`src/source/clock_config.svh`:
```
`ifndef CLOCK_CONFIG_SVH
`define CLOCK_CONFIG_SVH

// Diagnostic bus word, six bits like the old readback field
`define DIAG_DATA_W 6

// Wishbone address width, also the function code width
`define DIAG_ADR_W 4

// Burst strobe counter
`define BURST_W 8

// Rate select, tick every 2**rate cycles
`define RATE_W 2

// Rate after reset, tick on every cycle
`define RESET_RATE 0

`endif

```
`src/source/clockPkg.sv`:
```
`default_nettype none

`include "clock_config.svh"

package clockPkg;

  // Write functions, decoded from the Wishbone address
  typedef enum logic [`DIAG_ADR_W-1:0] {
    opStop        = 4'd0,
    opStart       = 4'd1,
    opSingleStep  = 4'd2,
    opBurst       = 4'd5,
    opClrReset    = 4'd6,
    opSetReset    = 4'd7,
    opLoadBurstLo = 4'd8,
    opLoadBurstHi = 4'd9,
    opLoadRate    = 4'd10,
    opLoadDisable = 4'd11
  } diagOpT;

  // Run control states
  typedef enum logic [1:0] {
    stStopped,
    stRunning,
    stBurst,
    stStep
  } runStateT;

  // One-cycle command pulses plus the write data they carry
  typedef struct packed {
    logic start;
    logic stop;
    logic step;
    logic burst;
    logic loadLo;
    logic loadHi;
    logic loadRate;
    logic loadDisable;
    logic [`DIAG_DATA_W-1:0] data;
  } diagCmdT;

  // One bit per clock domain
  typedef struct packed {
    logic crm;
    logic edp;
    logic ctl;
  } clockEnT;

  // Everything the host can read back
  typedef struct packed {
    runStateT runState;
    logic [`BURST_W-1:0] count;
    logic burstZero;
    logic [`RATE_W-1:0] rate;
    logic [1:0] sourceSel;
    clockEnT disables;
    logic cpuReset;
  } statusT;

endpackage

`default_nettype wire

```
`src/source/diagBusPort.sv`:
```
`timescale 1ns/1ns
`default_nettype none

`include "clock_config.svh"

module diagBusPort import clockPkg::*; (
  input  wire logic MAIN_SOURCE,
  input  wire logic CLK,
  input  wire logic cyc,
  input  wire logic stb,
  input  wire logic we,
  input  wire logic [`DIAG_ADR_W-1:0] adr,
  input  wire logic [`DIAG_DATA_W-1:0] datIn,
  output logic [`DIAG_DATA_W-1:0] datOut,
  output logic ack,
  input  statusT status,
  output diagCmdT cmd,
  output logic cpuReset
);

  diagOpT op;
  logic acked;
  logic request;
  logic writeCycle;
  logic setReset;
  logic clrReset;
  logic [`DIAG_DATA_W-1:0] readWord;

  assign op = diagOpT'(adr);

  // New request, not yet answered
  assign request = cyc & stb & ~ack & ~acked;

  // Write commands fire only in the ack cycle
  assign writeCycle = ack & cyc & stb & we;

  // Single-cycle ack, then stay quiet until stb drops
  always_ff @(posedge MAIN_SOURCE or posedge CLK) begin
    if (CLK) begin
      ack <= 1'b0;
      acked <= 1'b0;
    end else begin
      ack <= request;
      if (!(cyc && stb))
        acked <= 1'b0;
      else if (ack)
        acked <= 1'b1;
    end
  end

  // Function decode into pulses
  always_comb begin
    cmd = '0;
    cmd.data = datIn;
    setReset = 1'b0;
    clrReset = 1'b0;
    if (writeCycle) begin
      case (op)
        opStop:        cmd.stop = 1'b1;
        opStart:       cmd.start = 1'b1;
        opSingleStep:  cmd.step = 1'b1;
        opBurst:       cmd.burst = 1'b1;
        opClrReset:    clrReset = 1'b1;
        opSetReset:    setReset = 1'b1;
        opLoadBurstLo: cmd.loadLo = 1'b1;
        opLoadBurstHi: cmd.loadHi = 1'b1;
        opLoadRate:    cmd.loadRate = 1'b1;
        opLoadDisable: cmd.loadDisable = 1'b1;
        // Unused codes do nothing
        default: ;
      endcase
    end
  end

  // CPU reset flop, set on power-up
  always_ff @(posedge MAIN_SOURCE or posedge CLK) begin
    if (CLK)
      cpuReset <= 1'b1;
    else if (setReset)
      cpuReset <= 1'b1;
    else if (clrReset)
      cpuReset <= 1'b0;
  end

  // Status word select
  // Disable bits sit on their own word since rate and source fill address 3
  always_comb begin
    case (adr)
      4'd0: readWord = {2'b00, status.runState, status.burstZero, status.cpuReset};
      4'd1: readWord = {2'b00, status.count[3:0]};
      4'd2: readWord = {2'b00, status.count[7:4]};
      4'd3: readWord = {2'b00, status.sourceSel, status.rate};
      4'd4: readWord = {3'b000, status.disables.ctl, status.disables.edp,
                        status.disables.crm};
      default: readWord = '0;
    endcase
  end

  // Read data valid during ack
  always_ff @(posedge MAIN_SOURCE) begin
    if (request && !we)
      datOut <= readWord;
  end

endmodule

`default_nettype wire

```
`src/source/runControl.sv`:
```
`timescale 1ns/1ns
`default_nettype none

module runControl import clockPkg::*; (
  input  wire logic MAIN_SOURCE,
  input  wire logic CLK,
  input  diagCmdT cmd,
  input  wire logic tick,
  input  wire logic burstZero,
  output logic strobe,
  output logic decrement,
  output runStateT runState
);

  runStateT nextState;
  logic burstTick;

  // Burst tick only while strobes remain
  assign burstTick = (runState == stBurst) && tick && !burstZero;

  // Stop wins over a tick in the same cycle
  always_comb begin
    strobe = 1'b0;
    if (!cmd.stop) begin
      case (runState)
        stRunning: strobe = tick;
        stStep:    strobe = tick;
        stBurst:   strobe = burstTick;
        default:   strobe = 1'b0;
      endcase
    end
  end

  assign decrement = burstTick && !cmd.stop;

  always_comb begin
    nextState = runState;
    if (cmd.stop)
      nextState = stStopped;
    else if (cmd.start)
      nextState = stRunning;
    else if (cmd.step)
      nextState = stStep;
    else if (cmd.burst)
      // Empty burst goes nowhere
      nextState = burstZero ? stStopped : stBurst;
    else begin
      case (runState)
        // One strobe then done
        stStep:  if (tick) nextState = stStopped;
        // Count ran out
        stBurst: if (burstZero) nextState = stStopped;
        default: nextState = runState;
      endcase
    end
  end

  always_ff @(posedge MAIN_SOURCE or posedge CLK) begin
    if (CLK)
      runState <= stStopped;
    else
      runState <= nextState;
  end

endmodule

`default_nettype wire

```
`src/source/burstCounter.sv`:
```
`timescale 1ns/1ns
`default_nettype none

`include "clock_config.svh"

module burstCounter import clockPkg::*; (
  input  wire logic MAIN_SOURCE,
  input  wire logic CLK,
  input  diagCmdT cmd,
  input  wire logic decrement,
  output logic [`BURST_W-1:0] count,
  output logic burstZero
);

  assign burstZero = (count == '0);

  // Nibble loads from the host, countdown from run control
  always_ff @(posedge MAIN_SOURCE or posedge CLK) begin
    if (CLK) begin
      count <= '0;
    end else if (cmd.loadLo) begin
      count[3:0] <= cmd.data[3:0];
    end else if (cmd.loadHi) begin
      count[7:4] <= cmd.data[3:0];
    end else if (decrement) begin
      // Run control only asks while strobes remain
      count <= count - 1'b1;
    end
  end

endmodule

`default_nettype wire

```
`src/source/rateDivider.sv`:
```
`timescale 1ns/1ns
`default_nettype none

`include "clock_config.svh"

module rateDivider import clockPkg::*; (
  input  wire logic MAIN_SOURCE,
  input  wire logic CLK,
  input  diagCmdT cmd,
  output logic tick,
  output logic [`RATE_W-1:0] rate
);

  logic [2:0] phase;
  logic [2:0] phaseMask;

  // Low phase bits that must be zero for a tick
  always_comb begin
    case (rate)
      2'd0:    phaseMask = 3'b000;
      2'd1:    phaseMask = 3'b001;
      2'd2:    phaseMask = 3'b011;
      default: phaseMask = 3'b111;
    endcase
  end

  assign tick = ((phase & phaseMask) == 3'b000);

  // Rate load also restarts the phase
  always_ff @(posedge MAIN_SOURCE or posedge CLK) begin
    if (CLK) begin
      rate <= `RATE_W'(`RESET_RATE);
      phase <= 3'd0;
    end else if (cmd.loadRate) begin
      rate <= cmd.data[1:0];
      phase <= 3'd0;
    end else begin
      phase <= phase + 3'd1;
    end
  end

endmodule

`default_nettype wire

```
`src/source/modeRegisters.sv`:
```
`timescale 1ns/1ns
`default_nettype none

module modeRegisters import clockPkg::*; (
  input  wire logic MAIN_SOURCE,
  input  wire logic CLK,
  input  diagCmdT cmd,
  input  wire logic strobe,
  output logic [1:0] sourceSel,
  output clockEnT disables,
  output clockEnT clockEn
);

  // Source select shares the rate word, bits 3:2
  always_ff @(posedge MAIN_SOURCE or posedge CLK) begin
    if (CLK) begin
      sourceSel <= 2'b00;
    end else if (cmd.loadRate) begin
      sourceSel <= cmd.data[3:2];
    end
  end

  // Bit 0 crm, bit 1 edp, bit 2 ctl
  always_ff @(posedge MAIN_SOURCE or posedge CLK) begin
    if (CLK) begin
      disables <= '0;
    end else if (cmd.loadDisable) begin
      disables.crm <= cmd.data[0];
      disables.edp <= cmd.data[1];
      disables.ctl <= cmd.data[2];
    end
  end

  // Domain enables, one cycle behind strobe
  always_ff @(posedge MAIN_SOURCE or posedge CLK) begin
    if (CLK) begin
      clockEn <= '0;
    end else begin
      clockEn.crm <= strobe & ~disables.crm;
      clockEn.edp <= strobe & ~disables.edp;
      clockEn.ctl <= strobe & ~disables.ctl;
    end
  end

endmodule

`default_nettype wire

```
`src/source/clockBoard.sv`:
```
`timescale 1ns/1ns
`default_nettype none

`include "clock_config.svh"

module clockBoard import clockPkg::*; (
  input  wire logic MAIN_SOURCE,
  input  wire logic CLK,
  input  wire logic cyc,
  input  wire logic stb,
  input  wire logic we,
  input  wire logic [`DIAG_ADR_W-1:0] adr,
  input  wire logic [`DIAG_DATA_W-1:0] datIn,
  output logic [`DIAG_DATA_W-1:0] datOut,
  output logic ack,
  output clockEnT clockEn,
  output logic cpuReset
);

  diagCmdT cmd;
  statusT status;
  runStateT runState;
  logic tick;
  logic strobe;
  logic decrement;
  logic burstZero;
  logic [`BURST_W-1:0] count;
  logic [`RATE_W-1:0] rate;
  logic [1:0] sourceSel;
  clockEnT disables;

  // Readback bundle for the host
  assign status = '{runState: runState, count: count, burstZero: burstZero,
                    rate: rate, sourceSel: sourceSel, disables: disables,
                    cpuReset: cpuReset};

  diagBusPort diagBusPort0 (.MAIN_SOURCE, .CLK, .cyc, .stb, .we, .adr, .datIn,
                            .datOut, .ack, .status, .cmd, .cpuReset);

  runControl runControl0 (.MAIN_SOURCE, .CLK, .cmd, .tick, .burstZero, .strobe,
                          .decrement, .runState);

  rateDivider rateDivider0 (.MAIN_SOURCE, .CLK, .cmd, .tick, .rate);

  burstCounter burstCounter0 (.MAIN_SOURCE, .CLK, .cmd, .decrement, .count, .burstZero);

  modeRegisters modeRegisters0 (.MAIN_SOURCE, .CLK, .cmd, .strobe, .sourceSel,
                                .disables, .clockEn);

endmodule

`default_nettype wire

```
`config.mk`:
```
export PLATFORM = sky130hd
export DESIGN_NAME = clockBoard
export DESIGN_NICKNAME = d
export VERILOG_FILES = /design/src/source/clockPkg.sv /design/src/source/diagBusPort.sv /design/src/source/runControl.sv /design/src/source/burstCounter.sv /design/src/source/rateDivider.sv /design/src/source/modeRegisters.sv /design/src/source/clockBoard.sv
export VERILOG_INCLUDE_DIRS = /design/src /design/src/source
export SDC_FILE = /design/constraint.sdc
export NUM_CORES = 1
export LEC_CHECK = 0
export BUFFER_PORTS_ARGS = -buffer_cell sky130_fd_sc_hd__buf_2
export CAP_MARGIN = 10
export CORE_MARGIN = 3
export CORE_UTILIZATION = 45
export CTS_CLUSTER_DIAMETER = 100
export DETAILED_ROUTE_END_ITERATION = 7
export GPL_TIMING_DRIVEN = 0
export PLACE_DENSITY = 0.65
export SLEW_MARGIN = 40
export SYNTH_ARGS = -nofsm -noshare
export SYNTH_HDL_FRONTEND = slang
export SYNTH_HIERARCHICAL = 1
export SYNTH_SLANG_ARGS = --single-unit
```
`constraint.sdc`:
```
create_clock -name MAIN_SOURCE -period 3.2 [get_ports MAIN_SOURCE]
set_input_delay 0.16 -clock MAIN_SOURCE [delete_from_list [all_inputs] [get_ports MAIN_SOURCE]]
set_output_delay 0.16 -clock MAIN_SOURCE [all_outputs]
set_load 0.02 [all_outputs]
```
After elaboration in Yosys (flattened, before gate mapping) --
Cells that the tools add are included.
Storage, ports and cells: register bits after elaboration 32, latch bits 0, output and inout bits 11, memories 0, memory bits (read-only) 0, bits in writable memories 0
Operators by class: order comparisons 0, eq/ne operators 20, multiply operators 0, div/mod/pow operators 0, add/subtract/negate cells 2, muxes and demuxes 34, reduce and logical (&&, ||, !) cells 20, shift operators 0, bitwise operators 16
Operators by type and width (number):
- one-hot mux 4 bit (5 select lines) | 1
- 2-to-1 mux 1 bit | 17
- equality test 4 x 3 -> 1 bit, second input constant | 4
- equality test 4 bit, second input constant | 4
- 2-to-1 mux 8 bit | 2
- 2-to-1 mux 2 bit | 7
- 2-to-1 mux 4 bit | 3
- != test 6 x 1 -> 1 bit, second input constant | 2
- bitwise AND 1 bit | 9
- one-hot mux 3 bit (3 select lines) | 1
- equality test 4 x 2 -> 1 bit, second input constant | 2
- zero test 8 bit | 1
- subtractor 8 x 1 -> 8 bit, second input constant | 1
- equality test 2 bit, second input constant | 3
- NOT 1 bit | 6
- nonzero test 2 bit | 3
- nonzero test 6 bit | 1
- logical AND 1 bit | 5
- equality test 2 x 1 -> 1 bit, second input constant | 2
- equality test 4 x 1 -> 1 bit, second input constant | 1
- zero test 4 bit | 1
- != test 2 x 1 -> 1 bit, second input constant | 2
- one-hot mux 2 bit (2 select lines) | 1
- AND reduction 2 bit | 2
- other kinds (9) | 11

Depth between registers and ports, before layout --
word-level depth 10, depth in mapped cells 9

Hierarchy --
The synthesis kept the hierarchy.
Modules (own cells, without submodules):
- burstCounter | area each 570.5 µm², sequential area each 200.2 µm², cells each 66, instances 1
- diagBusPort | area each 570.5 µm², sequential area each 196.4 µm², cells each 61, instances 1
- modeRegisters | area each 279.0 µm², sequential area each 200.2 µm², cells each 17, instances 1
- rateDivider | area each 209.0 µm², sequential area each 125.1 µm², cells each 16, instances 1
- runControl | area each 140.1 µm², sequential area each 50.0 µm², cells each 17, instances 1

Least setup slack after synthesis --
No wires, ideal clock.
path type flip-flop to flip-flop, from register diagBusPort0.ack, to register burstCounter0.count[6], setup slack 0.579 ns, path buffers 0, library setup time 0.132 ns, stages on the path, launching flop included 9, data arrival time 2.489 ns, cells stage by stage dfrtp_1 -> and4_1 -> nand2_1 -> nor2_1 -> nand2b_1 -> nor4b_1 -> or4b_4 -> o211ai_2 -> or3b_1
RTL lines:
- from (decl) | line diagBusPort.sv:15 | output logic ack,
- from (signal assigned) | line diagBusPort.sv:43 | ack <= request;
- to (signal assigned) | line burstCounter.sv:24 | count[7:4] <= cmd.data[3:0];
- to (signal assigned) | line burstCounter.sv:27 | count <= count - 1'b1;
- to (decl) | line burstCounter.sv:11 | output logic [`BURST_W-1:0] count,

Worst setup path in the final report --
from register rateDivider0.rate[1], to register burstCounter0.count[6]
On the way: cells in the longest elaborated chain, start to end 9
Ends and longest elaborated chain:
- from (decl) | line rateDivider.sv:11 | output logic [`RATE_W-1:0] rate
- from (signal assigned) | line rateDivider.sv:32 | rate <= `RATE_W'(`RESET_RATE);
- from (signal assigned) | line rateDivider.sv:35 | rate <= cmd.data[1:0];
- equality test 2 bit, or another cell as far along | line rateDivider.sv:19 | case (rate)
- one-hot mux 3 bit (3 select lines) * | line rateDivider.sv:19
- bitwise AND 3 bit * | line rateDivider.sv:27 | assign tick = ((phase & phaseMask) == 3'b000);
- zero test 3 bit * | line rateDivider.sv:27
- net tick | line clockBoard.sv:23 | logic tick;
- logical AND 1 bit * (2 in a row) | line runControl.sv:19 | assign burstTick = (runState == stBurst) && tick && !burstZero;
- logical AND 1 bit * | line runControl.sv:34 | assign decrement = burstTick && !cmd.stop;
- net decrement | line clockBoard.sv:25 | logic decrement;
- nonzero test 2 bit (no source line) *
- AND reduction 2 bit (no source line) *
The timed path passes the listed nets; every way through them passes the cells marked *. A chain may end at the register's enable or synchronous reset.

==> metrics <==
Syn Inst Count=175; Total GRT Usage=0.199; Total Nets Final=between 200 and 250; PortBufs=16; Synth warnings=6; Psw=around 0.00035 W; Final Total Pwr=around 0.0012 W; vias in the first global route=1352; switching fraction of total power=0.288; final HPWL from detailed placement=approximately 3.2 mm; Overflow after GRT=0; clock-pin slew on the worst setup and hold paths=~70 ps; HP Class=in2reg; WS Path Type=reg2reg; Pre-antenna DRT Iters=4; I/O pin cnt=26; first-pass GRT wire length=approximately 6.6 mm; Via Count=~1400; power share of the combinational group=0.209; Lkg Pwr=approximately 0.94 nW; critical path startpoint=rateDivider0/rate[1]; Longest Clk Path Bufs=2; Worst EP required=between 3000 and 4000 ps; status=finished clean; Sink Count=30; DR WL/cell=16.4 um; DRT iter0 DRCs=50; worst hold margin=111 ps; DRC violations left=0; final-report max-slew violation count=0; highest clock rate=approximately 0.36 GHz; pwr dens=about 590 nW/um^2; Hold Fails Final Rpt=0; TritonCTS Buffers=5; Arrival @ worst endpoint=2930 ps; gpl congestion=around 0.90; CP Max Fanout=5; Int Power=slightly below 0.0009 W; RSZ-0062 raised after global routing=no; antenna violations before repair=0; fillers=~350; Slew HR=0.626; Die W=68.4 um; post-layout util=0.557; Layout Skew=between 4 and 5 ps; Final TNS setup=0 ps; routed wire length=approximately 4.1 mm; DRT antenna net count=0; worst flop-to-flop path startpoint=rateDivider0/rate[1]; Worst-Margin Slew=roughly 560 ps; critical path launch point type=flip-flop; Placeable Area=between 3000 and 4000 um^2; worst skew pair latency=roughly 280 ps; Die H=approximately 68 um; htree depth=2; Max rail drop VDD=~0.00032 V; Reg power frac=0.425; Max-Cap Viols=0; TritonCTS clock tree=yes; root buffer cell=clkbuf_8; row count=22; clock power share=0.366; postcts setup bufs=0; initial core utilization=0.472; Setup violations, final=0; Die ar.=around 4700 um^2; # diodes=0; Area Growth Syn to Fin=18.0%; Mapped Area=around 1800 um^2; share of cells above drive strength 1=0.254; Final min period=approximately 2800 ps; Hold Crit Start=datIn[3]; largest net degree at the start of global routing=11; Tcrit/Tclk final=0.866; Critical Path Sink Type=flip-flop; Avg Cell Area, Syn=about 10 um^2; Vias/cell=approximately 5.6
final timing paths:
check / to / slack (ps) / depth (start not counted)
min in group asynchronous: runControl0/runState[1] / 330 / 3
max in group asynchronous: burstCounter0/count[5] / 2490 / 3
worst min register to register: modeRegisters0/clockEn[1] / 470 / 1
worst max-delay path: burstCounter0/count[6] / 430 / 7
worst min-delay path: burstCounter0/count[3] / 110 / 3
worst max register to register: burstCounter0/count[6] / 430 / 7
repair_timing:
item / in CTS / in global routing
endpoints found under the hold margin: 26 / 0
hold buffers: 1 / 0
gates resized for setup: 0 / 0
critical path: stages, from the launching register on:
cell      delay (ps)
dfrtp_1          420
a21o_1           170
a21oi_1          340
nand2b_1         150
nor4b_2          520
or4b_4           540
o211ai_2         150
or3b_1           360
state kept, by name, summed over array words and instances (netlist names), 2 cells and up:
signal and count:
diagBusPort0/datOut 4, rateDivider0/phase 3, rateDivider0/rate 2, modeRegisters0/sourceSel 2
modeRegisters0/disables 3, modeRegisters0/clockEn 3, burstCounter0/count 8, runControl0/runState 2
cell type report:
cell class,count,area (um^2),area share
Inverter,11,41.3,0.0200
Tap cell,48,60.1,0.0290
Sequential cell,30,772,0.373
Buffer,10,71.3,0.0345
Clock inverter,1,30.0,0.0145
Multi-Input combinational cell,125,897,0.433
Clock buffer,7,108,0.0520
Timing Repair Buffer,17,90.1,0.0435
cells in the final DEF (no fill, tap or decap), types with 4 or more instances in the layout:
cell type	n
mux2_2	4
clkbuf_8	6
mux2_1	5
buf_4	7
nor2b_1	4
inv_1	11
nor3_1	6
edfxtp_1	4
buf_2	16
nor2_1	17
dfrtp_1	25
nand3_1	5
nand2_1	15
nand2b_1	4
o21ai_0	8
a21oi_1	6
routing by layer:
| layer | track usage | wire [um] |
|---|---|---|
| met1 | 0.232 | 1690 |
| met2 | 0.336 | 2130 |
| met5 | 0 | 0 |
| met4 | 0.0943 | 104 |
| met3 | 0.0542 | 166 |
stage by stage:
step / worst slack [ps] / area (um^2) / cells
detailed placement: 388 / 1900 / 240
floorplan: 579 / 1760 / 176
CTS: 361 / 2050 / 249
global route: 294 / 2070 / 249
finish: 428 / 2070 / 249
global placement: 247 / 1900 / 240
power by group through the flow:
stage | Combinational [W] | Clock (W) | Sequential (W)
2_1_floorplan | 0.000176 | 0 | 0.000512
3_3_place_gp | 0.000239 | 0 | 0.000518
3_5_place_dp | 0.000253 | 0 | 0.000523
4_1_cts | 0.000254 | 0.000455 | 0.000516
5_1_grt | 0.000287 | 0.000474 | 0.000526
6_report | 0.000255 | 0.000446 | 0.000518
No activity file was read; power rests on OpenSTA's default activity.
